===== src/hw/matmul_pkg.sv =====
package matmul_pkg;

  localparam int TILE         = 4;
  localparam int DWIDTH       = 8;
  localparam int AWIDTH       = 10;
  localparam int ACC_WIDTH    = 16;
  localparam int FLUSH_CYCLES = 3 * TILE;  // Skew plus grid drain plus margin

  localparam int STEP_W  = $clog2(TILE);
  localparam int FLUSH_W = $clog2(FLUSH_CYCLES);
  localparam logic [STEP_W-1:0]  STEP_LAST  = STEP_W'(TILE - 1);
  localparam logic [FLUSH_W-1:0] FLUSH_LAST = FLUSH_W'(FLUSH_CYCLES - 1);

  // Sequencer states
  localparam logic [2:0] S_IDLE  = 3'd0;
  localparam logic [2:0] S_CLEAR = 3'd1;
  localparam logic [2:0] S_FEED  = 3'd2;
  localparam logic [2:0] S_FLUSH = 3'd3;
  localparam logic [2:0] S_WRITE = 3'd4;
  localparam logic [2:0] S_DONE  = 3'd5;

  typedef logic signed [DWIDTH-1:0] elem_t;
  typedef logic [AWIDTH-1:0]        bank_addr_t;
  typedef elem_t [TILE-1:0]         row_t;  // Element j sits at bits j*DWIDTH

  typedef struct packed {
    bank_addr_t addr;
    row_t       wdata;
    logic       we;
  } ram_port_t;

endpackage

===== src/hw/apb_cfg_pkg.sv =====
package apb_cfg_pkg;

  import matmul_pkg::bank_addr_t;

  localparam int REG_DATA_WIDTH = 32;
  localparam int REG_ADDR_WIDTH = 8;

  // Register map
  localparam logic [REG_ADDR_WIDTH-1:0] REG_CTRL_ADDR  = 8'h04;
  localparam logic [REG_ADDR_WIDTH-1:0] REG_MAT_A_ADDR = 8'h0E;
  localparam logic [REG_ADDR_WIDTH-1:0] REG_MAT_B_ADDR = 8'h12;
  localparam logic [REG_ADDR_WIDTH-1:0] REG_MAT_C_ADDR = 8'h16;

  // APB slave states
  localparam logic [1:0] APB_IDLE  = 2'b00;
  localparam logic [1:0] APB_WRITE = 2'b01;
  localparam logic [1:0] APB_READ  = 2'b10;

  typedef struct packed {
    logic        clear_done;  // Bit 31
    logic [29:0] reserved;
    logic        start;       // Bit 0
  } ctrl_wr_t;

  typedef struct packed {
    logic        done;
    logic [29:0] zero;
    logic        busy;
  } ctrl_rd_t;

  typedef union packed {
    ctrl_wr_t wr;
    ctrl_rd_t rd;
  } ctrl_word_u;

  typedef struct packed {
    bank_addr_t addr_a;
    bank_addr_t addr_b;
    bank_addr_t addr_c;
  } mm_cfg_t;

endpackage


===== src/hw/matmul_sequencer.sv =====
module matmul_sequencer (
  input  logic                                    clk,
  input  logic                                    PRESETn,
  input  logic                                    start,
  input  logic                                    clear_done,
  input  apb_cfg_pkg::mm_cfg_t                    cfg,
  input  matmul_pkg::row_t                        a_rdata,
  input  matmul_pkg::row_t                        b_rdata,
  input  matmul_pkg::row_t [matmul_pkg::TILE-1:0] result,
  output matmul_pkg::ram_port_t                   a_port,
  output matmul_pkg::ram_port_t                   b_port,
  output matmul_pkg::ram_port_t                   c_port,
  output logic                                    clear,
  output logic                                    valid,
  output matmul_pkg::row_t                        a_col,
  output matmul_pkg::row_t                        b_row,
  output logic                                    busy,
  output logic                                    done
);
  import matmul_pkg::*;

  logic [2:0]         state;
  logic [STEP_W-1:0]  step;       // Operand read or result row index
  logic [FLUSH_W-1:0] flush_cnt;

  ////////////////////
  // Control FSM
  always_ff @(posedge clk) begin
    if (!PRESETn) begin
      state     <= S_IDLE;
      step      <= '0;
      flush_cnt <= '0;
      valid     <= 1'b0;
    end else begin
      valid <= (state == S_FEED);  // Rows come back one cycle after the read
      case (state)
        S_IDLE: begin
          if (start) begin
            state <= S_CLEAR;
          end
        end
        S_CLEAR: begin
          step  <= '0;
          state <= S_FEED;
        end
        S_FEED: begin
          step <= step + STEP_W'(1);
          if (step == STEP_LAST) begin
            step      <= '0;
            flush_cnt <= '0;
            state     <= S_FLUSH;
          end
        end
        S_FLUSH: begin
          flush_cnt <= flush_cnt + FLUSH_W'(1);
          if (flush_cnt == FLUSH_LAST) begin
            state <= S_WRITE;
          end
        end
        S_WRITE: begin
          step <= step + STEP_W'(1);
          if (step == STEP_LAST) begin
            state <= S_DONE;
          end
        end
        S_DONE: begin
          if (clear_done) begin
            state <= S_IDLE;
          end
        end
        default: state <= S_IDLE;
      endcase
    end
  end

  assign clear = (state == S_CLEAR);
  assign busy  = (state != S_IDLE) && (state != S_DONE);
  assign done  = (state == S_DONE);

  // Column k of A and row k of B sit at base + k
  assign a_col = a_rdata;
  assign b_row = b_rdata;

  ////////////////////
  // Bank ports
  always_comb begin
    a_port = '{addr: cfg.addr_a + AWIDTH'(step), wdata: '0, we: 1'b0};
    b_port = '{addr: cfg.addr_b + AWIDTH'(step), wdata: '0, we: 1'b0};
    c_port = '{addr:  cfg.addr_c + AWIDTH'(step),
               wdata: result[step],
               we:    (state == S_WRITE)};
  end

endmodule


===== config.mk =====
export PLATFORM = sky130hd
export DESIGN_NAME = matmul_sequencer
export DESIGN_NICKNAME = d
export VERILOG_FILES = /design/src/hw/matmul_pkg.sv /design/src/hw/apb_cfg_pkg.sv /design/src/hw/matmul_sequencer.sv
export SDC_FILE = /design/constraint.sdc
export NUM_CORES = 1
export LEC_CHECK = 0
export BUFFER_PORTS_ARGS = -buffer_cell sky130_fd_sc_hd__clkbuf_2
export CELL_PAD_IN_SITES_DETAIL_PLACEMENT = 1
export CELL_PAD_IN_SITES_GLOBAL_PLACEMENT = 2
export CORE_AREA = 2 2 165 167
export DETAILED_ROUTE_END_ITERATION = 8
export DIE_AREA = 0 0 167 169
export PLACE_DENSITY = 0.78
export SLEW_MARGIN = 10
export SYNTH_ARGS = -nofsm -noshare
export SYNTH_HDL_FRONTEND = slang
export SYNTH_SLANG_ARGS = --single-unit

===== constraint.sdc =====
create_clock -name clk -period 1.95 [get_ports clk]
set_clock_uncertainty 0.1 [all_clocks]
set_input_delay 0.0975 -clock clk [delete_from_list [all_inputs] [get_ports clk]]
set_output_delay 0.0975 -clock clk [all_outputs]
set_load 0.05 [all_outputs]

# Word level (Yosys, flattened, before mapping)
# Index checks and enable logic that the tools add are counted.
dict set report classes {
  add_sub_neg 5
  magnitude_cmp 1
  eq_ne 13
  muxes 12
  n_reduce_logical 7
}
# op n
set op_table {}
lappend op_table {{32-bit binary-select mux with 2-bit select} 1}
lappend op_table {{32-bit 2-to-1 mux} 1}
lappend op_table {{10-bit by 2-bit adder with 10-bit output} 3}
lappend op_table {{3-bit case mux with 6 select lines} 1}
lappend op_table {{3-bit 2-to-1 mux} 5}
lappend op_table {{4-bit case mux with 2 select lines} 1}
lappend op_table {{3-bit by 2-bit equality test with 1-bit output, second input constant} 2}
lappend op_table {{3-bit equality test, second input constant} 2}
lappend op_table {{2-bit != test, second input constant} 3}
lappend op_table {{2-bit case mux with 3 select lines} 1}
lappend op_table {{3-bit nonzero test} 2}
lappend op_table {{5-bit AND reduction} 1}
lappend op_table {{4-bit by 1-bit adder with 4-bit output, second input constant} 1}
lappend op_table {{4-bit equality test, second input constant} 1}
lappend op_table {{4-bit 2-to-1 mux} 1}
lappend op_table {{2-bit by 1-bit != test with 1-bit output, second input constant} 2}
lappend op_table {{3-bit by 1-bit equality test with 1-bit output, second input constant} 1}
lappend op_table {{3-bit zero test} 1}
lappend op_table {{2-bit by 3-bit < comparator with 1-bit output, second input constant} 1}
lappend op_table {{3-bit != test, second input constant} 1}
lappend op_table {{2-bit by 1-bit adder with 2-bit output, second input constant} 1}
lappend op_table {{2-bit equality test, second input constant} 1}
lappend op_table {{2-bit 2-to-1 mux} 1}
lappend op_table {{2-bit AND reduction} 1}
lappend op_table {{2 further kinds} 2}
dict set report word_totals {
  regBits 10
  output_inout_bits 197
}

# Longest topological paths before layout
dict set report logic_depth {
  ltp_word 3
  mapped_depth 6
  mapped_depth_nobuf 5
}

# Worst setup path after synthesis
# No wires, ideal clock.
dict set report synth_path {
  path_type {register to output}
  startpoint {reg step[1]}
  endpoint {out c_port[39] (netlist name)}
  arrival_time_ns 2.380
  required_ns 1.752
  setup_slack_ns -0.627
  path_stages_with_launch 7
  path_cell_list {dfxtp_1 buf_2 buf_2 inv_1 fa_1 nand2b_1 xnor2_1}
}
# item line
set synth_lines {}
lappend synth_lines {{start: declaration} matmul_sequencer.sv:23} ;# logic [STEP_W-1:0] step;
lappend synth_lines {{start signal: assignment} matmul_sequencer.sv:47} ;# step <= step + STEP_W'(1);
lappend synth_lines {{start signal: assignment} matmul_sequencer.sv:61} ;# step <= step + STEP_W'(1);
lappend synth_lines {{end: declaration} matmul_sequencer.sv:12} ;# output matmul_pkg::ram_port_t c_port,

==> results.yml <==
clock_network:
  numCtsBuffers: 3
  clockBufferDepth: 2
  cts-root-buf: "clkbuf_16"
  cts_tree: "yes"
  cts.hold.buffers_added: 0
  clkSinkCount: 10
  htreeDepth: 1
  insertion_delay_ns: 0.24
  clkTransAtPathRegs_ns: 0.04
grt:
  grt_max_degree: 22
  overflow: 0
  grt_antenna_before_repair: 0
  grt_use_total_pct: 9.058
  grt_pass1_wl_mm: 18.94
  grt_pass1_vias: 2831
timing:
  maxSlewViolCount: 0
  setup_violations: 4
  hold_violations: 0
  tns_ns: -0.1126
  fmaxAchievable_ghz: 0.5050
  relSlewSlack_pct: 65.28
  holdWs_ns: 0.09502
  rsz0062_at_grt: "yes"
  tightest_slew_ns: 0.5201
  post-route-min-period_ns: 1.980
  fin_crit_sh_pct: 101.5
  setup_ws_ns: -0.03005
pwr:
  p_seq_share_pct: 6.7
  clock_power_share_pct: 7.2
  powerDensity_nw_per_um2: 1276
  internal_power_uw: 2347
  p_leak_uw: 0.002117
  ir_drop_v: 0.0005475
  power_frac_comb_pct: 86.2
  netSwitchingFraction_pct: 59.20
  p_switching_uw: 3406
cells_and_area:
  diodes: 0
  post-route-util_pct: 17.01
  layout_commonest_cell: "clkbuf_2"
  final_cell_mix: "184 x clkbuf_2, 66 x conb_1, 32 x mux4_2"
  area_growth_pct: 52.48
  ff_latch_area_um2: 207.7
  nets: 717
  num-fill-cells: 3148
  multi_input_area_um2: 2161
  instances_no_fill: 820
  drive_above_1_share_pct: 66.39
critical_path:
  worstPathArrival_ns: 1.78
  crit_path_end_kind: "output pin"
  worstPathRequired_ns: 1.75
  critPathLaunchType: "flop"
  ff2ff_path_depth: 6
  crit_fanout: 5
  path_class: "reg2out"
  cp-endpoint: "b_port[41]"
  r2r-start: "step[0]"
  reg2reg_slack_ns: 0.13
  crit_start: "step[0]"
  r2r_end: "state[0]"
placement:
  dp_slack_ns: -0.007056
  portBuffers: 228
  dp_hpwl_mm: 12.12
  gp_congestion: 0.7665
  dp.cells: 813
synth:
  post_synth.cell_area_avg_um2: 9.476
  yosysWarnings: 0
  synth.distinct_cells: 41
  synth_enable_flop_cells: 0
  synth_cells: 312
  async_flop_share_pct: 0
  ys_ff_latch: 10
  synthFlopType: "dfxtp_1"
  synth_seq_area_share_pct: 6.771
  syn_area_um2: 2957
outcome:
  status: "finished, violations left"
  violations: "setup timing"
drt:
  wl_mm: 13.80
  routedWlPerCell_um: 16.82
  vias: 2783
  via_per_inst: 3.394
  antenna_left: 0
  drtIter0Drc: 70
  firstDrtPassIters: 5
  drc: 0
floorplanning:
  die_x_um: 167
  die_h_um: 169
  initial_core_util_pct: 11.16
  fp-row-count: 60
  ios: 423
  core_area_um2: 26500
  die_area_um2: 28220
job:
  max_cap_violations: 0
hold_path:
  hp-class: "in2out"
[area by class of cell]
| cell class | instances | share of cell area (%) |
|---|---|---|
| clock buffers | 4 | 1.971 |
| inverters | 6 | 0.4996 |
| multi-input cells | 218 | 47.93 |
| flip-flops and latches | 10 | 4.607 |
| well taps | 341 | 9.464 |
| repair buffers | 241 | 35.53 |
[worst min-delay path by stage]
stage                      from            to  slack [ns]  depth (start not counted)
floorplan               PRESETn  flush_cnt[3]        0.14                          2
global placement    a_rdata[14]     a_col[14]         0.1                          0
detailed placement  a_rdata[14]     a_col[14]         0.1                          0
CTS                 a_rdata[14]     a_col[14]         0.1                          0
global route         b_rdata[4]      b_row[4]         0.1                          0
finish              a_rdata[16]     a_col[16]         0.1                          0
[worst max-delay path: stages, from the launching register on]
cell and delay [ns]:
dfxtp_4 0.38, buf_12 0.15, ha_4 0.16, fa_2 0.41, nand2_1 0.10, xnor2_1 0.17, buf_12 0.18
[cells in the mapped netlist (all sizes together) (5+ instances only)]
cell	count	area, um^2
nand3	11	55.05
nor2b	8	50.05
xor2	9	78.83
xnor2	17	148.9
inv	6	22.52
nor2	12	45.04
o21ai	6	30.03
a21oi	5	25.02
dfxtp	10	200.2
mux4	32	720.7
buf	142	1099
ha	8	100.1
nand2b	5	38.78
nand2	9	33.78
[power groups by stage]
stage | clock (uW) | sequential (uW) | combinational [uW]
2_1_floorplan | 0 | 318 | 4010
3_3_place_gp | 0 | 372 | 4520
3_5_place_dp | 0 | 376 | 4550
4_1_cts | 429 | 386 | 4850
5_1_grt | 442 | 401 | 5240
6_report | 413 | 383 | 4960
[repair_timing]
action / in CTS / in global routing
buffers inserted: 0 / 2
gates cloned: 1 / 0
pin swaps: 11 / 17
setup endpoints to repair: 43 / 42
gates resized for setup: 57 / 66
[metrics by stage]
stage | area (um^2) | total power [uW]
finish | 4508 | 5753
global route | 4508 | 6080
CTS | 4350 | 5669
detailed placement | 4004 | 4925
global placement | 4004 | 4892
floorplan | 3334 | 4330
[per-layer routing]
| layer | vias up | wire [um] | track usage, % |
|---|---|---|---|
| met1 | 1321 | 5372 | 11.17 |
| met4 | 0 | 611 | 4.273 |
| li1 | 1231 | - | - |
| met2 | 179 | 6424 | 14.08 |
| met5 | - | 0 | 0 |
| met3 | 52 | 1387 | 3.227 |
[state kept, by name (all words and copies together), names as in the netlist]
signal,flops
valid,1
flush_cnt,4
state,3
step,2
[cell families after synthesis]
logic type | share of synthesized area [%]
xor+xnor | 7.702
buf+inv | 38.04
compound gates | 6.136
other cells | 0.1268
flops | 6.771
mux | 24.38
fa+ha+maj | 5.417
simple gates | 11.43
Power figures use the tool's default switching activity.
