<file path="src/hw/matmul_pkg.sv">
package matmul_pkg;

  localparam int TILE         = 4;
  localparam int DWIDTH       = 8;
  localparam int AWIDTH       = 10;
  localparam int ACC_WIDTH    = 16;
  localparam int FLUSH_CYCLES = 3 * TILE;  // Skew plus grid drain plus margin

  localparam int STEP_W  = $clog2(TILE);
  localparam int FLUSH_W = $clog2(FLUSH_CYCLES);
  localparam logic [STEP_W-1:0]  STEP_LAST  = STEP_W'(TILE - 1);
  localparam logic [FLUSH_W-1:0] FLUSH_LAST = FLUSH_W'(FLUSH_CYCLES - 1);

  // Sequencer states
  localparam logic [2:0] S_IDLE  = 3'd0;
  localparam logic [2:0] S_CLEAR = 3'd1;
  localparam logic [2:0] S_FEED  = 3'd2;
  localparam logic [2:0] S_FLUSH = 3'd3;
  localparam logic [2:0] S_WRITE = 3'd4;
  localparam logic [2:0] S_DONE  = 3'd5;

  typedef logic signed [DWIDTH-1:0] elem_t;
  typedef logic [AWIDTH-1:0]        bank_addr_t;
  typedef elem_t [TILE-1:0]         row_t;  // Element j sits at bits j*DWIDTH

  typedef struct packed {
    bank_addr_t addr;
    row_t       wdata;
    logic       we;
  } ram_port_t;

endpackage
</file>
<file path="src/hw/systolic_array.sv">
module systolic_array (
  input  logic                                    clk,
  input  logic                                    PRESETn,
  input  logic                                    clear,
  input  logic                                    valid,
  input  matmul_pkg::row_t                        a_col,
  input  matmul_pkg::row_t                        b_row,
  output matmul_pkg::row_t [matmul_pkg::TILE-1:0] result
);
  import matmul_pkg::*;

  row_t  a_in;
  row_t  b_in;
  elem_t a_bus [TILE][TILE];  // A entering cell [i][j]
  elem_t b_bus [TILE][TILE];  // B entering cell [i][j]

  // Idle cycles feed zeros so sums stay put
  assign a_in = valid ? a_col : '0;
  assign b_in = valid ? b_row : '0;

  ////////////////////
  // Input skew
  for (genvar l = 0; l < TILE; l++) begin : g_skew
    if (l == 0) begin : g_direct
      assign a_bus[0][0] = a_in[0];
      assign b_bus[0][0] = b_in[0];
    end else begin : g_delay
      elem_t a_dly [l];  // Lane l waits l cycles
      elem_t b_dly [l];
      always_ff @(posedge clk) begin
        if (!PRESETn) begin
          a_dly <= '{default: '0};
          b_dly <= '{default: '0};
        end else begin
          a_dly[0] <= a_in[l];
          b_dly[0] <= b_in[l];
          for (int d = 1; d < l; d++) begin
            a_dly[d] <= a_dly[d-1];
            b_dly[d] <= b_dly[d-1];
          end
        end
      end
      assign a_bus[l][0] = a_dly[l-1];
      assign b_bus[0][l] = b_dly[l-1];
    end
  end

  ////////////////////
  // MAC grid
  for (genvar i = 0; i < TILE; i++) begin : g_row
    for (genvar j = 0; j < TILE; j++) begin : g_col
      logic signed [ACC_WIDTH-1:0] acc;

      always_ff @(posedge clk) begin
        if (!PRESETn || clear) begin
          acc <= '0;
        end else begin
          acc <= acc + ACC_WIDTH'(a_bus[i][j]) * ACC_WIDTH'(b_bus[i][j]);
        end
      end
      assign result[i][j] = acc[DWIDTH-1:0];  // Low bits only

      // Forward registers stop at the last column and row
      if (j < TILE - 1) begin : g_pass_a
        elem_t a_q;
        always_ff @(posedge clk) begin
          a_q <= PRESETn ? a_bus[i][j] : '0;
        end
        assign a_bus[i][j+1] = a_q;
      end
      if (i < TILE - 1) begin : g_pass_b
        elem_t b_q;
        always_ff @(posedge clk) begin
          b_q <= PRESETn ? b_bus[i][j] : '0;
        end
        assign b_bus[i+1][j] = b_q;
      end
    end
  end

endmodule

</file>
<file path="config.mk">
export PLATFORM = sky130hd
export DESIGN_NAME = systolic_array
export DESIGN_NICKNAME = d
export VERILOG_FILES = /design/src/hw/matmul_pkg.sv /design/src/hw/systolic_array.sv
export SDC_FILE = /design/constraint.sdc
export NUM_CORES = 2
export LEC_CHECK = 0
export BUFFER_PORTS_ARGS = -buffer_cell sky130_fd_sc_hd__buf_2
export CAP_MARGIN = 15
export CORE_ASPECT_RATIO = 1.25
export CORE_MARGIN = 5
export CORE_UTILIZATION = 43
export DETAILED_ROUTE_END_ITERATION = 12
export PLACE_DENSITY = 0.61
export SYNTH_ARGS = -nofsm -noshare
export SYNTH_HDL_FRONTEND = slang
export SYNTH_SLANG_ARGS = --single-unit
</file>
<file path="constraint.sdc">
create_clock -name clk -period 4.4 [get_ports clk]
set_input_delay 0.66 -clock clk [delete_from_list [all_inputs] [get_ports clk]]
set_output_delay 0.66 -clock clk [all_outputs]
set_load 0.02 [all_outputs]
</file>
Yosys cells after proc, flatten, opt, wreduce, memory -nomap -nowiden
Index checks and enable logic that the tools add are counted.
Cells by class
  add/sub/neg operators: 16
  multipliers: 16
  mux-type cells: 2
  reductions and logical operators: 3
Operator list (count)
  $add 16x16->16: 16
  $mul 8x8->16: 16
  $mux 8: 2
  $reduce_and 2->1: 1
  $logic_not 1->1: 1
  $logic_or 1x1->1: 1
Storage, ports and cells
  bits in registers: 544
  bits of input ports: 68
  output and inout bits: 128
  word-level logic and storage cells: 89

Depth between registers and ports, before layout
  word-level depth: 3
  depth in mapped cells: 19
  depth with buffers taken out: 17

Least setup slack after synthesis
No wires, ideal clock.
  path kind: input -> register
  from: in valid
  to: reg g_row[0].g_col[0].acc[7]
  library setup time: 128 ps
  arrival: 4687 ps
  data required time: 4272 ps
  setup slack: -415 ps
  stages on the path: 18
  path buffers: 3
  path through: buf_2 -> clkbuf_1 -> clkbuf_1 -> nand3_1 -> fa_1 -> inv_1 -> fa_1 -> inv_1 -> fa_1 -> inv_1 -> fa_1 -> ha_1 -> ha_1 -> a21oi_1 -> xnor2_1 -> xnor2_2 -> xnor2_1 -> nor2_1
Between the ends
  longest elaborated chain between the ends: 3
  elaborated cells between the ends (all ways): 4
  classes of those cells: add/sub: 1; mul: 1; mux: 2
Ends and longest elaborated chain
  start: declaration: line systolic_array.sv:5  | input logic valid,
  $mux 8, on equally long branches: line systolic_array.sv:18, systolic_array.sv:19
  $mul 8x8->16 *: line systolic_array.sv:58  | acc <= acc + ACC_WIDTH'(a_bus[i][j]) * ACC_WIDTH'(b_bus[i][j]);
  $add 16x16->16 *: line systolic_array.sv:58
  end signal: assignment: line systolic_array.sv:58
  end: declaration: line systolic_array.sv:52  | logic signed [ACC_WIDTH-1:0] acc;
Mark *: on every way between the ends. The rest lies on a longest branch, timed or not.
A chain may end at the register's enable or synchronous reset.

Worst setup path in the final report
  from: reg g_row[0].g_col[2].g_pass_b.b_q[0]
  to: reg g_row[1].g_col[2].acc[7]
Between the ends
  longest elaborated chain between the ends: 2
Ends and longest elaborated chain
  start: declaration: line systolic_array.sv:72  | elem_t b_q;
  start signal: assignment: line systolic_array.sv:74  | b_q <= PRESETn ? b_bus[i][j] : '0;
  $mul 8x8->16: line systolic_array.sv:58
  $add 16x16->16: line systolic_array.sv:58
  end signal: assignment: line systolic_array.sv:58
  end: declaration: line systolic_array.sv:52
Every way passes these cells.

==> flow_results.org <==
** Logic synthesis
- The synthesized design contains 416 register bits.
- The number of nets in the synthesized netlist is 3,519.
- Of all flip-flops after synthesis, the portion carrying an async set or reset was 0%.
- sky130_fd_sc_hd__dfxtp_1 takes more of the synthesized area than any other cell.
- Top cells by area, synth :: sky130_fd_sc_hd__dfxtp_1, sky130_fd_sc_hd__fa_1, sky130_fd_sc_hd__ha_1
- Sequential elements use 29.8% of the synthesized area.
- The synthesized design contains 0 enable-type register cells.
- Mapped cell area :: 0.0280 mm2
- Number of warnings issued by yosys :: 0
- The cell count after synthesis came out at 2,843.
- Mean post-synth cell area :: 9.84 um2
- Top_reg_cell synth :: sky130_fd_sc_hd__dfxtp_1
- Synth top area share :: 29.8%
- Distinct cell type count of the synthesized netlist :: 22

** Critical path
- Traced cell by cell, the critical path runs through nand2_1 -> fa_1 -> fa_1 -> inv_1 -> fa_1 -> fa_1 -> ha_1 -> ha_1 -> a21oi_1 -> xnor2_1 -> xnor2_1 -> xnor2_1 -> nor2_1.
- Together, buffers and inverters on the worst path number 1.
- In this design, the stage delay of the slowest critical-path cell is 560 ps.
- Type of the worst setup path :: flip-flop to flip-flop
- Crit Path Max Fanout :: 9
- Data on the critical path arrives at its endpoint at 4640 ps.
- CP Capture Type :: flip-flop
- CP Launch Type :: flip-flop
- The cell that appears most often on the critical path is sky130_fd_sc_hd__fa_1.
- The largest individual stage delay along the critical path comes from the cell sky130_fd_sc_hd__dfxtp_1.
- Data on the critical path is required at its endpoint by 4810 ps.
- Among cell families on the critical path, the largest total delay comes from adder cells.

** STA
- The final number of hold-violating endpoints came to 0.
- Setup violations remaining at the end of the flow were counted as 0.
- Post-Route Skew :: 22.4 ps
- Number of max-slew violations in the final report :: 0
- The routed design could run at a clock period as short as 4230 ps.
- Period utilization :: 96.2%
- Setup repair after global routing left no endpoint under its margin.
- Timing would allow up to 236 MHz.
- In this run the tightest slew margin relative to its limit is 25.4%.
- Worst hold slack :: 335 ps
- Least-Margin Pin Slew :: 1120 ps

** CTS
- Clock-pin slew was measured on the worst setup and hold paths at 60 ps.
- Clock tree synthesis selected as its root buffer the cell sky130_fd_sc_hd__clkbuf_16.
- Post-CTS timing repair inserted 0 buffers for setup.
- Post-CTS Resized :: 0
- Clock insertion delay at the later pin of the skew report :: 570 ps
- Buffers from clock root to sink, at most :: 3
- TritonCTS built the clock tree.
- Clock buffer count from CTS :: 46
- The tree built by TritonCTS fans out to 416 sinks.
- Hold bufs inserted after CTS :: 0
- Clock H-tree levels :: 2

** Floorplanning
- After floorplanning, the core was sized to cover 0.0644 mm2.
- In this run the horizontal extent of the chip is 238 um.
- Full die area :: 0.0703 mm2
- The initialized floorplan defines 104 standard-cell rows.
- Initial core utilization :: 43.4%
- The floorplan step set the die height to 295 um.
- I/O pin count :: 196

** Global routing
- For this run, the total global-route usage over all layers was measured as 18.7%.
- The initial antenna violation count is 0.
- Entering global routing, the biggest net connects 290 pins.
- The number of global-route vias before repair is 20.5k.
- The first global-routing pass estimated 107 mm of wire.
- Grt ovf :: 0

** Power and ir drop
- In this run switching power makes up 23.8% of total power.
- Net switching power :: 0.00197 W
- Power comes to 0.00828 W.
- Internal :: 0.00631 W
- Across the VDD grid, the largest voltage drop is 240 uV.
- Fraction of power consumed by the clock network :: 45.1%
- Sequential cells burn 47.4% of the power.
- Leakage power :: 16.2 nW
- Power spread over the standard cell area amounts to 262 mW/mm2.
- Fraction of power consumed by combinational cells :: 7.5%

** Route
- Remaining antenna violation count after routing :: 0
- The first TritonRoute pass finished after 5 iterations.
- The detailed router finished its first iteration with 723 violations.
- Final wirelength :: 64.3 mm
- Across all layers, the routed design uses 18.6k vias.
- Routed WL per cell :: 16.3 um
- DRC violation count after routing :: 0
- In the routed layout, each cell is associated on average with a via count of 4.73.

** Status
- Run status :: finished, final reports clean

** Worst hold path
- The path class of the tightest hold or removal check is primary input to flip-flop.

** Final layout
- Fin nets :: 3,729
- Most frequent standard cell in the layout excluding fill and tap cells :: sky130_fd_sc_hd__and2_1
- The area growth from synthesis to layout is 13.0%.
- Leaving out fill and tap cells, the most frequent cells in the layout are sky130_fd_sc_hd__and2_1, sky130_fd_sc_hd__inv_1, sky130_fd_sc_hd__dfxtp_1.
- Cell area after layout :: 0.0316 mm2
- The post-route netlist has 11.0% of its cells at a drive strength greater than 1.
- The filler cells instantiated in the layout total 6,022.

** Placement
- At the end of routability-driven placement, the weighted congestion stood at 0.897.
- The wire-length estimate of the detail-placed layout is 51.4 mm.
- During placement, the flow inserted port buffers numbering 195.
- Total placed instance area :: 0.0301 mm2

** Flow run
- Max cap viols :: 0
-- Yosys cell counts, drive strengths merged (2+ instances only) --
cell type  instances
fa               288
a21o              16
ha               320
and3              79
a21oi             16
xnor3              2
and2             496
clkbuf            56
nor2b              2
xor2              67
nor2              41
xnor2            219
buf               10
nand3              9
inv              437
dfxtp            416
nand2            367
-- metrics by stage --
step	setup slack [ps]	TNS, ps	cells	utilization (%)
floorplan	19.4	0	2843	-
global placement	12.0	0	3853	46.7
detailed placement	-10.3	-10.3	3853	46.7
CTS	81.0	0	3931	49.0
global route	2.11	0	3931	49.0
finish	168	0	3935	49.0
-- layout make-up --
cell class	count	area, um2	share of cell area [%]
multi-input cells	1924	17800	56.4
flip-flops and latches	416	8360	26.5
inverters	437	1640	5.19
repair buffers	228	1270	4.01
clock buffers	57	1240	3.94
well taps	848	1060	3.36
clock inverters	21	199	0.630
diodes	4	10.0	0.0317
-- logic make-up after synthesis --
kind of cell             count (synthesis)  synth area share (%)
buffers and inverters                  503                  6.80
AO/OA/AOI/OAI                           32                 0.716
adder cells (fa/ha/maj)                608                  34.9
XOR/XNOR                               288                  9.14
flip-flops                             416                  29.8
AND/OR/NAND/NOR                        996                  18.6
-- power groups by stage --
stage	logic, W	registers (W)	clock network (W)
floorplan	0.000415	0.00399	0
global placement	0.000614	0.00401	0
detailed placement	0.000628	0.00401	0
CTS	0.000631	0.00393	0.00387
global route	0.000704	0.00394	0.00401
finish	0.000618	0.00393	0.00374
-- worst register-to-register path, stage by stage (launching register included) --
cell,delay (ps)
sky130_fd_sc_hd__dfxtp_1,560
sky130_fd_sc_hd__nand2_1,140
sky130_fd_sc_hd__fa_1,490
sky130_fd_sc_hd__fa_1,520
sky130_fd_sc_hd__inv_1,60
sky130_fd_sc_hd__fa_1,480
sky130_fd_sc_hd__fa_1,520
sky130_fd_sc_hd__ha_1,310
sky130_fd_sc_hd__ha_1,320
sky130_fd_sc_hd__a21oi_1,170
sky130_fd_sc_hd__xnor2_1,170
sky130_fd_sc_hd__xnor2_1,160
sky130_fd_sc_hd__xnor2_1,130
sky130_fd_sc_hd__nor2_1,50
-- final timing paths --
kind                                  to  cells after the start                              start  slack [ps]
max             g_row[1].g_col[2].acc[7]                     13  g_row[0].g_col[2].g_pass_b.b_q[0]         170
min           g_skew[1].g_delay.a_dly[1]                      2                           a_col[9]         330
max reg2reg     g_row[1].g_col[2].acc[7]                     13  g_row[0].g_col[2].g_pass_b.b_q[0]         170
min reg2reg  g_skew[3].g_delay.a_dly[13]                      1        g_skew[3].g_delay.a_dly[21]         430
-- flip-flops by register name (all words and copies together), names as in the netlist --
name / flops
g_row.g_col.acc: 128
g_row.g_col.g_pass_a.a_q: 96
g_row.g_col.g_pass_b.b_q: 96
g_skew.g_delay.a_dly: 32
g_skew.g_delay.b_dly: 32
a_bus: 16
b_bus: 16
-- metal layers --
layer  global-route usage [%]  routed length [um]  part of all wire [%]
met5                        0                   0                     0
met4                     6.19                2110                   3.3
met3                     2.72                2500                   3.9
met2                     35.0               33700                    52
met1                     22.0               25900                    40
No activity file was read; power rests on OpenSTA's default activity.
