**config.mk**
```make
export PLATFORM = sky130hd
export DESIGN_NAME = apb_cfg_regs
export DESIGN_NICKNAME = d
export VERILOG_FILES = /design/src/hw/matmul_pkg.sv /design/src/hw/apb_cfg_pkg.sv /design/src/hw/apb_cfg_regs.sv
export SDC_FILE = /design/constraint.sdc
export NUM_CORES = 1
export LEC_CHECK = 0
export ABC_CLOCK_PERIOD_IN_PS = 3200
export BUFFER_PORTS_ARGS = -buffer_cell sky130_fd_sc_hd__clkbuf_2
export CORE_MARGIN = 4
export CORE_UTILIZATION = 56
export DETAILED_ROUTE_END_ITERATION = 12
export GPL_ROUTABILITY_DRIVEN = 0
export GPL_TIMING_DRIVEN = 0
export HOLD_SLACK_MARGIN = 0.05
export PLACE_DENSITY = 0.84
export RECOVER_POWER = 50
export SLEW_MARGIN = 20
export SYNTH_ARGS = -nofsm -noshare
export SYNTH_HDL_FRONTEND = slang
export SYNTH_SLANG_ARGS = --single-unit
```
**constraint.sdc**
```tcl
create_clock -name clk -period 3.2 [get_ports clk]
set_input_delay 0.16 -clock clk [delete_from_list [all_inputs] [get_ports clk]]
set_output_delay 0.16 -clock clk [all_outputs]
set_load 0.02 [all_outputs]
```
**src/hw/matmul_pkg.sv**
```systemverilog
package matmul_pkg;

  localparam int TILE         = 4;
  localparam int DWIDTH       = 8;
  localparam int AWIDTH       = 10;
  localparam int ACC_WIDTH    = 16;
  localparam int FLUSH_CYCLES = 3 * TILE;  // Skew plus grid drain plus margin

  localparam int STEP_W  = $clog2(TILE);
  localparam int FLUSH_W = $clog2(FLUSH_CYCLES);
  localparam logic [STEP_W-1:0]  STEP_LAST  = STEP_W'(TILE - 1);
  localparam logic [FLUSH_W-1:0] FLUSH_LAST = FLUSH_W'(FLUSH_CYCLES - 1);

  // Sequencer states
  localparam logic [2:0] S_IDLE  = 3'd0;
  localparam logic [2:0] S_CLEAR = 3'd1;
  localparam logic [2:0] S_FEED  = 3'd2;
  localparam logic [2:0] S_FLUSH = 3'd3;
  localparam logic [2:0] S_WRITE = 3'd4;
  localparam logic [2:0] S_DONE  = 3'd5;

  typedef logic signed [DWIDTH-1:0] elem_t;
  typedef logic [AWIDTH-1:0]        bank_addr_t;
  typedef elem_t [TILE-1:0]         row_t;  // Element j sits at bits j*DWIDTH

  typedef struct packed {
    bank_addr_t addr;
    row_t       wdata;
    logic       we;
  } ram_port_t;

endpackage
```
**src/hw/apb_cfg_pkg.sv**
```systemverilog
package apb_cfg_pkg;

  import matmul_pkg::bank_addr_t;

  localparam int REG_DATA_WIDTH = 32;
  localparam int REG_ADDR_WIDTH = 8;

  // Register map
  localparam logic [REG_ADDR_WIDTH-1:0] REG_CTRL_ADDR  = 8'h04;
  localparam logic [REG_ADDR_WIDTH-1:0] REG_MAT_A_ADDR = 8'h0E;
  localparam logic [REG_ADDR_WIDTH-1:0] REG_MAT_B_ADDR = 8'h12;
  localparam logic [REG_ADDR_WIDTH-1:0] REG_MAT_C_ADDR = 8'h16;

  // APB slave states
  localparam logic [1:0] APB_IDLE  = 2'b00;
  localparam logic [1:0] APB_WRITE = 2'b01;
  localparam logic [1:0] APB_READ  = 2'b10;

  typedef struct packed {
    logic        clear_done;  // Bit 31
    logic [29:0] reserved;
    logic        start;       // Bit 0
  } ctrl_wr_t;

  typedef struct packed {
    logic        done;
    logic [29:0] zero;
    logic        busy;
  } ctrl_rd_t;

  typedef union packed {
    ctrl_wr_t wr;
    ctrl_rd_t rd;
  } ctrl_word_u;

  typedef struct packed {
    bank_addr_t addr_a;
    bank_addr_t addr_b;
    bank_addr_t addr_c;
  } mm_cfg_t;

endpackage

```
**src/hw/apb_cfg_regs.sv**
```systemverilog
module apb_cfg_regs (
  input  logic                                   clk,
  input  logic                                   PRESETn,
  input  logic [apb_cfg_pkg::REG_ADDR_WIDTH-1:0] PADDR,
  input  logic                                   PWRITE,
  input  logic                                   PSEL,
  input  logic                                   PENABLE,
  input  logic [apb_cfg_pkg::REG_DATA_WIDTH-1:0] PWDATA,
  input  logic                                   busy,
  input  logic                                   done,
  output logic [apb_cfg_pkg::REG_DATA_WIDTH-1:0] PRDATA,
  output logic                                   PREADY,
  output apb_cfg_pkg::mm_cfg_t                   cfg,
  output logic                                   start,
  output logic                                   clear_done
);
  import apb_cfg_pkg::*;
  import matmul_pkg::*;

  logic [1:0]                state;
  logic [REG_DATA_WIDTH-1:0] sink;      // Catches undefined addresses
  ctrl_word_u                ctrl_in;   // PWDATA seen as a command
  ctrl_word_u                ctrl_out;  // Status as software reads it

  assign ctrl_in = PWDATA;

  always_comb begin
    ctrl_out         = '0;
    ctrl_out.rd.busy = busy;
    ctrl_out.rd.done = done;
  end

  always_ff @(posedge clk) begin
    if (!PRESETn) begin
      state      <= APB_IDLE;
      PRDATA     <= '0;
      PREADY     <= 1'b0;
      cfg        <= '0;
      sink       <= '0;
      start      <= 1'b0;
      clear_done <= 1'b0;
    end else begin
      start      <= 1'b0;  // Strobes last one cycle
      clear_done <= 1'b0;
      case (state)
        APB_IDLE: begin
          PRDATA <= '0;
          PREADY <= 1'b0;
          if (PSEL) begin
            state <= PWRITE ? APB_WRITE : APB_READ;
          end
        end

        APB_WRITE: begin
          if (PSEL && PWRITE && PENABLE) begin
            case (PADDR)
              REG_CTRL_ADDR: begin
                start      <= ctrl_in.wr.start;
                clear_done <= ctrl_in.wr.clear_done;
              end
              REG_MAT_A_ADDR: cfg.addr_a <= PWDATA[AWIDTH-1:0];
              REG_MAT_B_ADDR: cfg.addr_b <= PWDATA[AWIDTH-1:0];
              REG_MAT_C_ADDR: cfg.addr_c <= PWDATA[AWIDTH-1:0];
              default:        sink <= PWDATA;
            endcase
            PREADY <= 1'b1;
          end
          state <= APB_IDLE;
        end

        APB_READ: begin
          if (PSEL && !PWRITE && PENABLE) begin
            case (PADDR)
              REG_CTRL_ADDR:  PRDATA <= ctrl_out;
              REG_MAT_A_ADDR: PRDATA <= REG_DATA_WIDTH'(cfg.addr_a);
              REG_MAT_B_ADDR: PRDATA <= REG_DATA_WIDTH'(cfg.addr_b);
              REG_MAT_C_ADDR: PRDATA <= REG_DATA_WIDTH'(cfg.addr_c);
              default:        PRDATA <= sink;
            endcase
            PREADY <= 1'b1;
          end
          state <= APB_IDLE;
        end

        default: state <= APB_IDLE;
      endcase
    end
  end

endmodule

```
# After elaboration in Yosys (flattened, before gate mapping)
# Cells that the tools add are included.
word_totals:
  regBits: 99
  latch_bits: 0
  mem_bits_rw: 0
  mem_bits_ro: 0
  input_bits: 47
  wordCells: 42
  memories: 0
classes:
  add_sub_neg: 0
  mul: 0
  div: 0
  magnitude_cmp: 0
  n_eq_ne: 8
  shift: 0
  muxes: 7
  bitwise: 1
  reduce_logical: 17
op_table:
  columns: ["operator", "count"]
  rows:
  - ["case mux 32 bit (4 select lines)", 1]
  - ["case mux 32 bit (2 select lines)", 1]
  - ["2-to-1 mux 32 bit", 1]
  - ["equality test 8 x 5 -> 1 bit (second input constant)", 2]
  - ["AND reduction 3 bit", 5]
  - ["equality test 8 x 3 -> 1 bit (second input constant)", 1]
  - ["equality test 8 x 4 -> 1 bit (second input constant)", 1]
  - ["logical AND 1 bit", 4]
  - ["!= test 2 bit (second input constant)", 2]
  - ["AND reduction 2 bit", 2]
  - ["AND reduction 4 bit", 1]
  - ["OR reduction 4 bit", 1]
  - ["case mux 1 bit (3 select lines)", 1]
  - ["nonzero test 3 bit", 1]
  - ["equality test 2 x 1 -> 1 bit (second input constant)", 1]
  - ["equality test 2 bit (second input constant)", 1]
  - ["zero test 2 bit", 1]
  - ["2-to-1 mux 1 bit", 2]
  - ["2-to-1 mux 2 bit", 1]
  - ["nonzero test 2 bit", 1]
  - ["zero test 1 bit", 1]
  - ["inverter 1 bit", 1]

# Logic depth before layout (Yosys ltp)
# Gate-level depths: netlist of run 1.
logic_depth:
  word_depth: 5
  mapped_depth: 8
  ltp_nobuf: 6

# Worst setup path before layout of run 1
# OpenSTA, ideal clock, no wires.
synth_path:
  kind: "reg-to-reg"
  startpoint: "reg state[0]"
  endpoint: "reg PRDATA[1] (netlist bit)"
  setup_time_ns: 0.122
  arrival_time_ns: 1.622
  required_ns: 3.078
  setup_slack_ns: 1.457
  stages_incl_launch_ff: 9
  path_buffers: 2
  synth_period_minus_slack_ns: 1.743
  path_cell_list: "dfxtp_1 inv_1 ha_1 and4b_1 buf_2 nand2_1 clkbuf_1 a221oi_1 a221o_1"
synth_between:
  elab_chain_len: 3
synth_lines:
  columns: ["item", "line", "source"]
  rows:
  - ["start, declared", "apb_cfg_regs.sv:20", "logic [1:0] state;"]
  - ["start signal, assigned", "apb_cfg_regs.sv:50", "state <= PWRITE ? APB_WRITE : APB_READ;"]
  - ["equality test 2 bit or zero test 2 bit (tied branches)", "apb_cfg_regs.sv:45", "case (state)"]
  - ["!= test 2 bit (no source line) or nonzero test 2 bit (tied branches)", null, null]
  - ["AND reduction 2 bit (no source line)", null, null]
  - ["end signal, assigned", "apb_cfg_regs.sv:74", "REG_CTRL_ADDR: PRDATA <= ctrl_out;"]
  - ["end signal, assigned", "apb_cfg_regs.sv:75", "REG_MAT_A_ADDR: PRDATA <= REG_DATA_WIDTH'(cfg.addr_a);"]
  - ["end signal, assigned", "apb_cfg_regs.sv:76", "REG_MAT_B_ADDR: PRDATA <= REG_DATA_WIDTH'(cfg.addr_b);"]
  - ["end, declared", "apb_cfg_regs.sv:11", "output logic [apb_cfg_pkg::REG_DATA_WIDTH-1:0] PRDATA,"]
# Parallel ways exist; a longest one is shown, timed or not.
# A chain may end at the register's enable or synchronous reset.

# Worst setup path in the final report of run 1
layout_path:
  startpoint: "reg state[0]"
  endpoint: "reg PRDATA[2] (netlist bit)"
# Same word-level chain as after synthesis.

==> reports/metrics.sh, run 1 <==
RUN_STATUS='completed'
VIAS_IN_THE_FIRST_GLOBAL_ROUTE=3953
SETUP.WORST_PATH.END_CLASS='flip-flop'
SYNTH-ADDER-AREA-SHARE_PCT=1.18
CLK_PIN_SLEW_WORST_PATHS_NS=0.09
NETLIST_TOP_CELLS_AREA='sky130_fd_sc_hd__dfxtp_1, sky130_fd_sc_hd__mux2i_1, sky130_fd_sc_hd__nand2_1'
PORTBUFFERS=110
FIN_UTIL_PCT=71.4
DIE_WIDTH_UM=95.1
SYNTHESIS.NETS=510
MAIN_COMBINATIONAL_CELL_FAMILY_BY_AREA_AFTER_SYNTHESIS='simple AND/OR/NAND/NOR gates'
MULTIPLEXER_SHARE_OF_THE_SYNTHESIZED_AREA_PCT=17.7
INTERNAL-POWER_mW=1.69
CRIT_TYPE='flip-flop to flip-flop'
SYN_AREA_PER_CELL_UM2=9.25
WORSTHOLDSTART='PWDATA[10]'
R2R_CELLS=8
ANTENNA_VIOLATING_NETS_POST_ROUTE=0
ANTENNA_DIODE_INSTANCE_COUNT=0
CLKSINKCOUNT=99
P_COMB_SHARE_PCT=8.0
R2R_ENDPOINT='PRDATA[2]'
REG_TO_REG_START='state[0]'
WORST_SETUP_PATH_START_KIND='flip-flop'
PATH_MAX_FANOUT=10
CORE.ROWCOUNT=31
MIN-DELAY-PATH-CLASS='input pin to flip-flop'
SWITCHING_SHARE_PCT=24.5
POST-SYNTH-TOP-AREA-CELL='sky130_fd_sc_hd__dfxtp_1'
GRT_USE_TOTAL_PCT=26.3
MIN_PERIOD_OVER_PERIOD_PCT=67.5
DRC_VIOLATIONS=0
HPWLAFTERDP_MM=8.37
FINISH.NET_COUNT=651
LAYOUT_MIN_CYCLE_TIME_NS=2.16
PWR-SHARE-SEQ_PCT=55.3
WORST_EP_ARRIVAL_TIME_NS=2.42
CORE_REGION_AREA_UM2=7330
MAX_FREQ_MHz=463
ANTENNA_FOUND_INITIAL=0
SYNTH_ENABLE_FLOP_CELLS=0
SIMPLE_GATE_SHARE_OF_THE_SYNTHESIZED_AREA_PCT=21.7
IR_WORST_VDD_uV=297
POST_DRT_WL_PER_CELL_UM=16.2
HOLD_DEPTH=3
P_LEAK_nW=2.03
SETUP_SLACK_NS=1.04
GRT_OVERFLOW_TOTAL=0
NUM_VIAS=3933
MULTI_INPUT_LOGIC_AREA_UM2=2070
FIN_WORST_SKEW_NS=0.00853
FINAL_MAX_SLEW_VIOL_COUNT=0
SETUP_TNS_NS=0
CLK_LATENCY_NS=0.37
MAX-CLOCK-PATH-BUFFERS=2
FILLER_CELL_COUNT=614
DR.FIRST_ITER.DRC_COUNT=174
SETUP_VIOLATION_TOTAL_IN_THE_FINAL_TIMING_REPORT=0
POST_SYNTH_XOR_AREA_FRACTION_PCT=0.206
SYN_AREA_UM2=4250
H-TREE-DEPTH=3
PRECTSSETUPSLACK_NS=1.17
AREA.SEQUENTIAL_UM2=1980
SYNTH.YOSYS.SEQ_AREA_SHARE_PCT=46.7
WHS_ENDPOINT='sink[10]'
POST_ROUTE_CELLS_DRIVE_ABOVE_1_SHARE_PCT=15.2
DATA_REQUIRED_CRITICAL_PATH_NS=3.46
WORST_TRAN_PIN_VALUE_NS=0.772
FLOW.AREA_GROWTH_FROM_SYNTHESIS_PCT=23.2
SYNTH_TOP_FLOP_CELL='sky130_fd_sc_hd__dfxtp_1'
CLK_ROOT_BUF='sky130_fd_sc_hd__clkbuf_8'
DETAIL_ROUTE.VIAS_PER_CELL=5.59
RRSETUPSLACK_NS=1.04
FINAL-HOLD-VIOLATION-COUNT=0
YOSYS_WARNINGS=0
SYNTH_ASYNC_SR_FLOP_SHARE_PCT=0
TRITONCTS.NUM_BUFFERS=9
TIMING.MAX_CAP.VIOLATIONS=0
SYNTH-COMPOUND-AREA-SHARE_PCT=8.04
MAX-SLEW-MARGIN-REL_PCT=48.5
SWITCHING_POWER_uW=550
YS_SEQ_ELEMENTS=99
UNREPAIRED_SETUP_ENDPOINTS_AFTER_GLOBAL_ROUTING='no'
IOPINCOUNT=112
DIE_H_UM=95.1
POSTROUTEWIRELENGTH_MM=11.4
GRT_FIRST_PASS_WIRELENGTH_MM=18.5
SYNTH.DISTINCT_CELLS=42
INITIAL_CORE_UTIL_PCT=57.9
FIRST_PASS_ITERS=5
CLOCK_TREE_FROM_TRITONCTS='yes'
GRT_START_MAX_NET_PINS=17
FP.DIEAREA_UM2=9040
SYNTHESIS.INSTANCES=459
YOSYSTOPAREACELLSHARE_PCT=46.7
CLOCKPOWERSHARE_PCT=36.7
POWER.DENSITY_CELL_AREA_nW_PER_UM2=429
-- registers in the layout (all words and copies together) (netlist names) --
signal and flops:
start 1, state 2, PRDATA 32, cfg 30, PREADY 1, clear_done 1
sink 32
-- Yosys cell counts (2+ instances only) --
cell type / count
sky130_fd_sc_hd__nor2_1: 35
sky130_fd_sc_hd__buf_4: 3
sky130_fd_sc_hd__and3_1: 2
sky130_fd_sc_hd__nand4_1: 24
sky130_fd_sc_hd__mux2i_1: 64
sky130_fd_sc_hd__buf_2: 11
sky130_fd_sc_hd__ha_1: 4
sky130_fd_sc_hd__nand2_1: 90
sky130_fd_sc_hd__clkbuf_1: 18
sky130_fd_sc_hd__nor3_2: 2
sky130_fd_sc_hd__nor4_2: 2
sky130_fd_sc_hd__dfxtp_1: 99
sky130_fd_sc_hd__a221oi_1: 10
sky130_fd_sc_hd__a221o_1: 9
sky130_fd_sc_hd__inv_1: 5
sky130_fd_sc_hd__a21oi_1: 23
sky130_fd_sc_hd__nand3_1: 22
sky130_fd_sc_hd__buf_1: 3
sky130_fd_sc_hd__mux2_2: 10
-- stage by stage --
step	power, mW	hold WS (ns)	instance area (µm²)	instances
floorplan	1.35	0.254	4250	459
CTS	2.24	0.0518	5320	704
detailed placement	1.43	0.399	4920	668
global route	2.32	0.0590	5230	704
global placement	1.42	0.395	4920	668
finish	2.24	0.0549	5230	704
-- power by group through the flow --
stage | clock network [mW] | registers (mW) | logic (mW)
final | 0.823 | 1.24 | 0.180
after global routing | 0.884 | 1.24 | 0.196
after CTS | 0.827 | 1.24 | 0.177
after detailed placement | 0 | 1.27 | 0.157
after global placement | 0 | 1.27 | 0.153
after floorplan | 0 | 1.27 | 0.0842
-- cells in the final DEF, fill, tap and decap left out, types with 4 or more instances in the layout --
master	n
sky130_fd_sc_hd__a221o_1	9
sky130_fd_sc_hd__buf_2	8
sky130_fd_sc_hd__dfxtp_1	99
sky130_fd_sc_hd__nor2_1	35
sky130_fd_sc_hd__dlygate4sd3_1	20
sky130_fd_sc_hd__nand2_1	90
sky130_fd_sc_hd__a21oi_1	23
sky130_fd_sc_hd__inv_1	5
sky130_fd_sc_hd__nand4_1	24
sky130_fd_sc_hd__a221oi_1	10
sky130_fd_sc_hd__clkbuf_1	87
sky130_fd_sc_hd__clkbuf_8	10
sky130_fd_sc_hd__mux2i_1	64
sky130_fd_sc_hd__mux2_2	10
sky130_fd_sc_hd__nand3_1	22
sky130_fd_sc_hd__clkbuf_2	45
sky130_fd_sc_hd__ha_1	4
-- worst max-delay path, stage by stage, from the launching register on --
cell	delay, ns
sky130_fd_sc_hd__dfxtp_1	0.40
sky130_fd_sc_hd__inv_1	0.08
sky130_fd_sc_hd__ha_1	0.23
sky130_fd_sc_hd__and4b_1	0.19
sky130_fd_sc_hd__clkbuf_1	0.20
sky130_fd_sc_hd__nand2_1	0.15
sky130_fd_sc_hd__clkbuf_1	0.38
sky130_fd_sc_hd__a221oi_1	0.13
sky130_fd_sc_hd__a221o_1	0.28
-- routing by layer --
metal,vias up,GRT usage (%),share of wire (%)
met5,-,0,0
met4,0,9.74,2.7
met3,33,4.58,6.5
met2,159,44.3,48
met1,1845,33.6,43
li1,1896,-,-
-- worst max-delay path by stage --
stage	start	to	slack [ns]	cells past startpoint
2_1_floorplan	state[0]	PRDATA[1]	1.46	8
3_3_place_gp	state[0]	PRDATA[9]	1.24	8
3_5_place_dp	state[0]	PRDATA[9]	1.17	8
4_1_cts	state[0]	PRDATA[2]	1.15	8
5_1_grt	state[1]	sink[21]	0.89	6
6_report	state[0]	PRDATA[2]	1.04	8
-- what timing repair did --
action,in CTS,in global routing
endpoints found under the setup margin,0,0
hold buffers,20,0
endpoints found under the hold margin,20,0
gates resized for setup,0,0
buffers inserted,0,0
-- cell type report --
cell class                      instances  share of cell area, %
Buffer                                 36                   3.13
Clock buffer                           11                   2.70
Clock inverter                          5                   1.15
Inverter                                6                  0.430
Multi-Input combinational cell        318                   39.6
Sequential cell                        99                   37.9
Tap cell                               99                   2.37
Timing Repair Buffer                  130                   12.8
-- logic make-up (layout without fill, tap and decap cells) --
family,after synthesis,count (layout)
AOI/OAI and AO/OA,48,48
xor gates and xnor gates,1,1
adders and majority gates,4,4
buffers and inverters,42,188
DFF,99,99
muxes,74,74
and+or+nand+nor,191,191
(Power assumes the default switching activity.)
==> inputs of run 2 (changes only) <==
Settings changed: ABC_AREA from default to 1, ABC_CLOCK_PERIOD_IN_PS 3200 to 1900, CORE_UTILIZATION 56 to 47, PLACE_DENSITY 0.84 to 0.75.
Clock period 3.2 ns to 1.9 ns, I/O delays scaled along.
==> reports/metrics.sh, run 2 <==
DIE_H_UM=102
WHS_NS=0.0688
POSTROUTEWIRELENGTH_MM=11.9
YOSYS_WARNINGS=0
DETAIL_ROUTE.VIAS_PER_CELL=5.07
PATH_MAX_FANOUT=10
RUN_STATUS='completed'
SETUP_SLACK_NS=0.157
SYN_AREA_PER_CELL_UM2=7.19
CLK_PIN_SLEW_WORST_PATHS_NS=0.10
MIN-DELAY-PATH-CLASS='input pin to flip-flop'
CRIT_TYPE='flip-flop to flip-flop'
ANTENNA_DIODE_INSTANCE_COUNT=0
GRT_USE_TOTAL_PCT=23.2
SYNTH_TOP_FLOP_CELL='sky130_fd_sc_hd__dfxtp_1'
STDCELL_AREA_UM2=5300
FINISH.NET_COUNT=787
DPL-INSTANCE-AREA_UM2=4870
INITIAL_CORE_UTIL_PCT=48.3
CLOCK_TREE_FROM_TRITONCTS='yes'
FINAL-HOLD-VIOLATION-COUNT=0
POWER.DENSITY_CELL_AREA_nW_PER_UM2=692
SETUP.WORST_PATH.END_CLASS='flip-flop'
WORST_SETUP_PATH_START_KIND='flip-flop'
MAX_FREQ_MHz=574
GRT_FIRST_PASS_WIRELENGTH_MM=19.1
SYN_AREA_UM2=4190
TOP_REGS='PRDATA: 32 flops, sink: 32 flops, cfg: 30 flops'
GRT_OVERFLOW_TOTAL=0
SYNTH_ASYNC_SR_FLOP_SHARE_PCT=0
LAYOUT_MIN_CYCLE_TIME_NS=1.74
MAX-CLOCK-PATH-BUFFERS=2
GRT_START_MAX_NET_PINS=18
SYNTH_ENABLE_FLOP_CELLS=0
DIE_WIDTH_UM=102
FINAL_MAX_SLEW_VIOL_COUNT=0
FLOW.AREA_GROWTH_FROM_SYNTHESIS_PCT=26.4
IR_WORST_VDD_uV=360
TRITONCTS.NUM_BUFFERS=9
PRECTSSETUPSLACK_NS=0.111
NETLIST_TOP_CELLS_AREA='sky130_fd_sc_hd__dfxtp_1, sky130_fd_sc_hd__a21oi_1, sky130_fd_sc_hd__nand3_1'
FIN_UTIL_PCT=61.0
SYNTHESIS.NETS=634
CORE_REGION_AREA_UM2=8680
POST_DRT_WL_PER_CELL_UM=14.0
YOSYSTOPAREACELLSHARE_PCT=47.3
TIMING.MAX_CAP.VIOLATIONS=0
SYNTHESIS.INSTANCES=583
MOSTFREQUENTLAYOUTCELLS='sky130_fd_sc_hd__dfxtp_1, sky130_fd_sc_hd__nand2_1, sky130_fd_sc_hd__clkbuf_1'
SETUP_VIOLATION_TOTAL_IN_THE_FINAL_TIMING_REPORT=0
POST-SYNTH-TOP-AREA-CELL='sky130_fd_sc_hd__dfxtp_1'
CRITPATHMAXSTAGEDELAY_NS=0.39
SYNTH.DISTINCT_CELLS=23
DR.FIRST_ITER.DRC_COUNT=186
DATA_REQUIRED_CRITICAL_PATH_NS=2.20
NUM_VIAS=4304
DOMINANT_CELL_BY_COUNT_IN_THE_SYNTHESIZED_NETLIST='sky130_fd_sc_hd__dfxtp_1'
LAYOUT_COMMONEST_CELL='sky130_fd_sc_hd__dfxtp_1'
MIN_PERIOD_OVER_PERIOD_PCT=91.7
SYNTH_COMMON_CELLS='sky130_fd_sc_hd__dfxtp_1, sky130_fd_sc_hd__nand2_1, sky130_fd_sc_hd__a21oi_1, sky130_fd_sc_hd__nand3_1, sky130_fd_sc_hd__nor2_1'
SYNTH.YOSYS.SEQ_AREA_SHARE_PCT=47.3
FIN_WORST_SKEW_NS=0.0116
WORST_EP_ARRIVAL_TIME_NS=2.04
IOPINCOUNT=112
FP.DIEAREA_UM2=10500
CLKSINKCOUNT=99
CP_CELL_SEQUENCE='inv_1, ha_1, inv_1, nor3_4, inv_2, nand2_4, inv_2, buf_2, nand2_1, a21oi_1'
MAX-SLEW-MARGIN-REL_PCT=67.8
PLACEDCELLCOUNT=801
ANTENNA_FOUND_INITIAL=0
STDCELL_COUNT=849
YS_SEQ_ELEMENTS=99
HPWLAFTERDP_MM=8.87
FILLER_CELL_COUNT=859
CLK_LATENCY_NS=0.37
P_LEAK_nW=2.10
PORTBUFFERS=110
DRC_VIOLATIONS=0
CTS_SETUP_BUFFERS=0
WORST_TRAN_PIN_VALUE_NS=0.483
CORE.ROWCOUNT=34
CLK_ROOT_BUF='sky130_fd_sc_hd__clkbuf_8'
VIAS_IN_THE_FIRST_GLOBAL_ROUTE=3980
POST_ROUTE_CELLS_DRIVE_ABOVE_1_SHARE_PCT=13.5
SLOWEST_STAGE='sky130_fd_sc_hd__dfxtp_1'
FIRST_PASS_ITERS=5
AREA.SEQUENTIAL_UM2=1980
MULTI_INPUT_LOGIC_AREA_UM2=1800
H-TREE-DEPTH=3
ANTENNA_VIOLATING_NETS_POST_ROUTE=0
run 2: changes by cell type after synthesis, sizes merged, moves of 9 or more:
cell	before	now
nand2	90	101
inv	6	63
nand3	22	74
mux2i	64	0
mux2	10	0
a21oi	23	79
a221oi	10	0
o21ai	0	46
nand4	24	0
a221o	9	0
nor2	36	78
run 2: critical path, delay by kind of cell (launching register included):
family                   cells  cell delay [ns]
AND/OR/NAND/NOR              3             0.24
AO/OA/AOI/OAI                1             0.18
buffers and inverters        5             0.65
adder cells (fa/ha/maj)      1             0.21
flip-flops                   1             0.39
run 2: area by class of cell:
cell class | count | area share (%)
clock inverters | 6 | 0.921
well taps | 108 | 2.55
flip-flops and latches | 99 | 37.4
clock buffers | 10 | 2.41
repair buffers | 142 | 14.9
multi-input cells | 385 | 34.0
plain buffers | 35 | 3.26
inverters | 64 | 4.54
run 2: per-stage QoR:
stage          power (mW)  setup TNS (ns)
2_1_floorplan        2.29               0
3_3_place_gp         2.39               0
3_5_place_dp         2.40               0
4_1_cts              3.67               0
5_1_grt              3.81       -0.000612
6_report             3.67               0
run 2: repair_timing:
action / in CTS / in global routing
endpoints found under the hold margin: 32 / 1
hold buffers: 31 / 1
resized for setup: 0 / 6
endpoints found under the setup margin: 0 / 20
run 2: where the power goes:
part	switching, mW	internal [mW]
combinational	0.187	0.129
sequential	0.00756	2.09
clock	0.761	0.493
total	0.956	2.71
run 2: per-layer routing:
layer	share of wire, %	vias to the layer above	GRT usage (%)
met2	47	150	36.7
met4	1.9	0	8.68
met3	7.6	22	5.67
met5	0	-	0
li1	-	2181	-
met1	44	1951	30.8
run 2: kinds of logic (layout without fill, tap and decap cells):
kind of cell             count (synthesis)  count (layout)  share of synthesized area, %
adder cells (fa/ha/maj)                  4               4                          1.19
flip-flops                              99              99                          47.3
AO/OA/AOI/OAI                          126             126                          15.3
AND/OR/NAND/NOR                        255             255                          26.3
buffers and inverters                   99             257                          9.89
run 2: path summary, 6_finish.rpt:
path | end | slack [ns] | start | depth (start not counted)
setup / recovery | PRDATA[23] | 0.16 | state[0] | 10
hold / removal | cfg[27] | 0.07 | PWDATA[7] | 3
setup reg to reg | PRDATA[23] | 0.16 | state[0] | 10
hold reg to reg | PREADY | 0.45 | PREADY | 2
==> inputs of run 3 (changes only) <==
Settings changed: ABC_AREA 1 to default, CELL_PAD_IN_SITES_DETAIL_PLACEMENT from default to 1, CELL_PAD_IN_SITES_GLOBAL_PLACEMENT from default to 2, CORE_UTILIZATION 47 to 28, PLACE_DENSITY 0.75 to default, PLACE_DENSITY_LB_ADDON from default to 0.1.
==> reports/metrics.sh, run 3 (synthesis results as in run 1) <==
GRT_FIRST_PASS_WIRELENGTH_MM=22.3
POST_ROUTE_CELLS_DRIVE_ABOVE_1_SHARE_PCT=27.1
TOTAL_POWER_mW=4.42
POST_DRT_WL_PER_CELL_UM=17.4
MULTI_INPUT_LOGIC_AREA_UM2=2160
LAYOUT_COMMONEST_CELL='sky130_fd_sc_hd__clkbuf_2'
FINAL-HOLD-VIOLATION-COUNT=0
STDCELL_AREA_UM2=5840
CLOCK_TREE_FROM_TRITONCTS='yes'
GRT_START_MAX_NET_PINS=16
IR_WORST_VDD_uV=437
CORE.ROWCOUNT=44
CLK_LATENCY_NS=0.35
PORTBUFFERS=110
NUM_VIAS=3910
GRT_USE_TOTAL_PCT=16.1
INITIAL_CORE_UTIL_PCT=28.9
SETUP_SLACK_NS=0.0820
CLK_ROOT_BUF='sky130_fd_sc_hd__clkbuf_16'
IOPINCOUNT=112
WORST_SETUP_PATH_START_KIND='flip-flop'
POWER.DENSITY_CELL_AREA_nW_PER_UM2=757
CLKSINKCOUNT=99
H-TREE-DEPTH=3
CRITPATHMAXSTAGEDELAY_NS=0.38
TRITONCTS.NUM_BUFFERS=9
CORE_REGION_AREA_UM2=14700
CRITPATHTOPFAMILY='buffers and inverters'
MOSTFREQUENTLAYOUTCELLS='sky130_fd_sc_hd__clkbuf_2, sky130_fd_sc_hd__dfxtp_1, sky130_fd_sc_hd__nand2_1'
ANTENNA_FOUND_INITIAL=0
TOP_REGS='PRDATA: 32 flops, sink: 32 flops, cfg: 30 flops'
ANTENNA_DIODE_INSTANCE_COUNT=0
CRIT_TYPE='flip-flop to flip-flop'
FIN_UTIL_PCT=39.7
WORST_TRAN_PIN_VALUE_NS=0.581
FLOW.AREA_GROWTH_FROM_SYNTHESIS_PCT=37.5
DR.FIRST_ITER.DRC_COUNT=120
DIE_WIDTH_UM=131
DIE_H_UM=131
SETUP.WORST_PATH.END_CLASS='flip-flop'
RUN_STATUS='completed'
PRECTSSETUPSLACK_NS=-0.235
MAX-SLEW-MARGIN-REL_PCT=61.3
UNREPAIRED_SETUP_ENDPOINTS_AFTER_GLOBAL_ROUTING='yes'
MIN-DELAY-PATH-CLASS='input pin to flip-flop'
PATH_MAX_FANOUT=9
DATA_REQUIRED_CRITICAL_PATH_NS=2.13
FIRST_PASS_ITERS=4
MIN_PERIOD_OVER_PERIOD_PCT=95.7
GRT_OVERFLOW_TOTAL=0
MAX_FREQ_MHz=550
TIMING.MAX_CAP.VIOLATIONS=0
VIAS_IN_THE_FIRST_GLOBAL_ROUTE=4081
DRC_VIOLATIONS=0
HPWLAFTERDP_MM=10.3
FINISH.NET_COUNT=670
SETUP_VIOLATION_TOTAL_IN_THE_FINAL_TIMING_REPORT=0
DPL-INSTANCE-AREA_UM2=5030
FP.DIEAREA_UM2=17200
FIN_WORST_SKEW_NS=0.00693
FINAL_MAX_SLEW_VIOL_COUNT=0
CLK_PIN_SLEW_WORST_PATHS_NS=0.07
FILLER_CELL_COUNT=1703
DETAIL_ROUTE.VIAS_PER_CELL=4.84
ANTENNA_VIOLATING_NETS_POST_ROUTE=0
P_LEAK_nW=2.40
MAX-CLOCK-PATH-BUFFERS=2
CP_CELL_SEQUENCE='inv_1, ha_1, and4b_1, buf_4, nand2_2, nor3_4, buf_12, a221o_1'
CRITICAL_PATH.N_BUFFERS_INVERTERS=3
SLOWEST_STAGE='sky130_fd_sc_hd__dfxtp_2'
WORST_EP_ARRIVAL_TIME_NS=2.05
POSTROUTEWIRELENGTH_MM=14.1
SETUP_TNS_NS=0
AREA.SEQUENTIAL_UM2=1980
LAYOUT_MIN_CYCLE_TIME_NS=1.82
-- run 3: layout make-up --
type,count,share of cell area [%]
repair buffers,149,16.2
plain buffers,36,3.26
clock buffers,13,4.63
flip-flops and latches,99,34.0
multi-input cells,318,36.9
clock inverters,3,0.750
inverters,6,0.386
well taps,184,3.94
-- run 3: report_power, final --
part           switching (mW)  internal [mW]
Clock                   0.827           1.13
Combinational           0.206          0.159
Sequential            0.00848           2.08
-- run 3: repair_timing --
item / in CTS / in global routing
endpoints found under the hold margin: 38 / 0
gates resized for setup: 10 / 22
hold buffers: 34 / 0
pin swaps: 2 / 2
cloned: 0 / 1
endpoints found under the setup margin: 67 / 54
buffers inserted: 2 / 2
-- run 3: tightest hold or removal path: cells and delay by family --
kind          cells  cell delay, ns
buf+inv           2            0.22
simple gates      1            0.04
-- run 3: worst paths after layout --
check        cells after the start  startpoint  slack [ns]    endpoint
max                              8    state[0]        0.08   PRDATA[1]
min                              3   PWDATA[0]        0.07       start
max reg2reg                      8    state[0]        0.08   PRDATA[1]
min reg2reg                      2  PRDATA[20]        0.45  PRDATA[20]
-- run 3: per-layer routing --
layer / track usage (%) / wire length, µm / up-vias
li1: - / - / 1944
met1: 21.1 / 6790 / 1890
met2: 26.9 / 6600 / 67
met3: 3.98 / 555 / 9
met4: 4.03 / 142 / 0
met5: 0 / 0 / -
-- run 3: through the flow --
step | std cells | hold slack [ns]
2_1_floorplan | 459 | 0.189
3_3_place_gp | 753 | 0.328
3_5_place_dp | 753 | 0.336
4_1_cts | 805 | 0.0658
5_1_grt | 808 | 0.0847
6_report | 808 | 0.0662
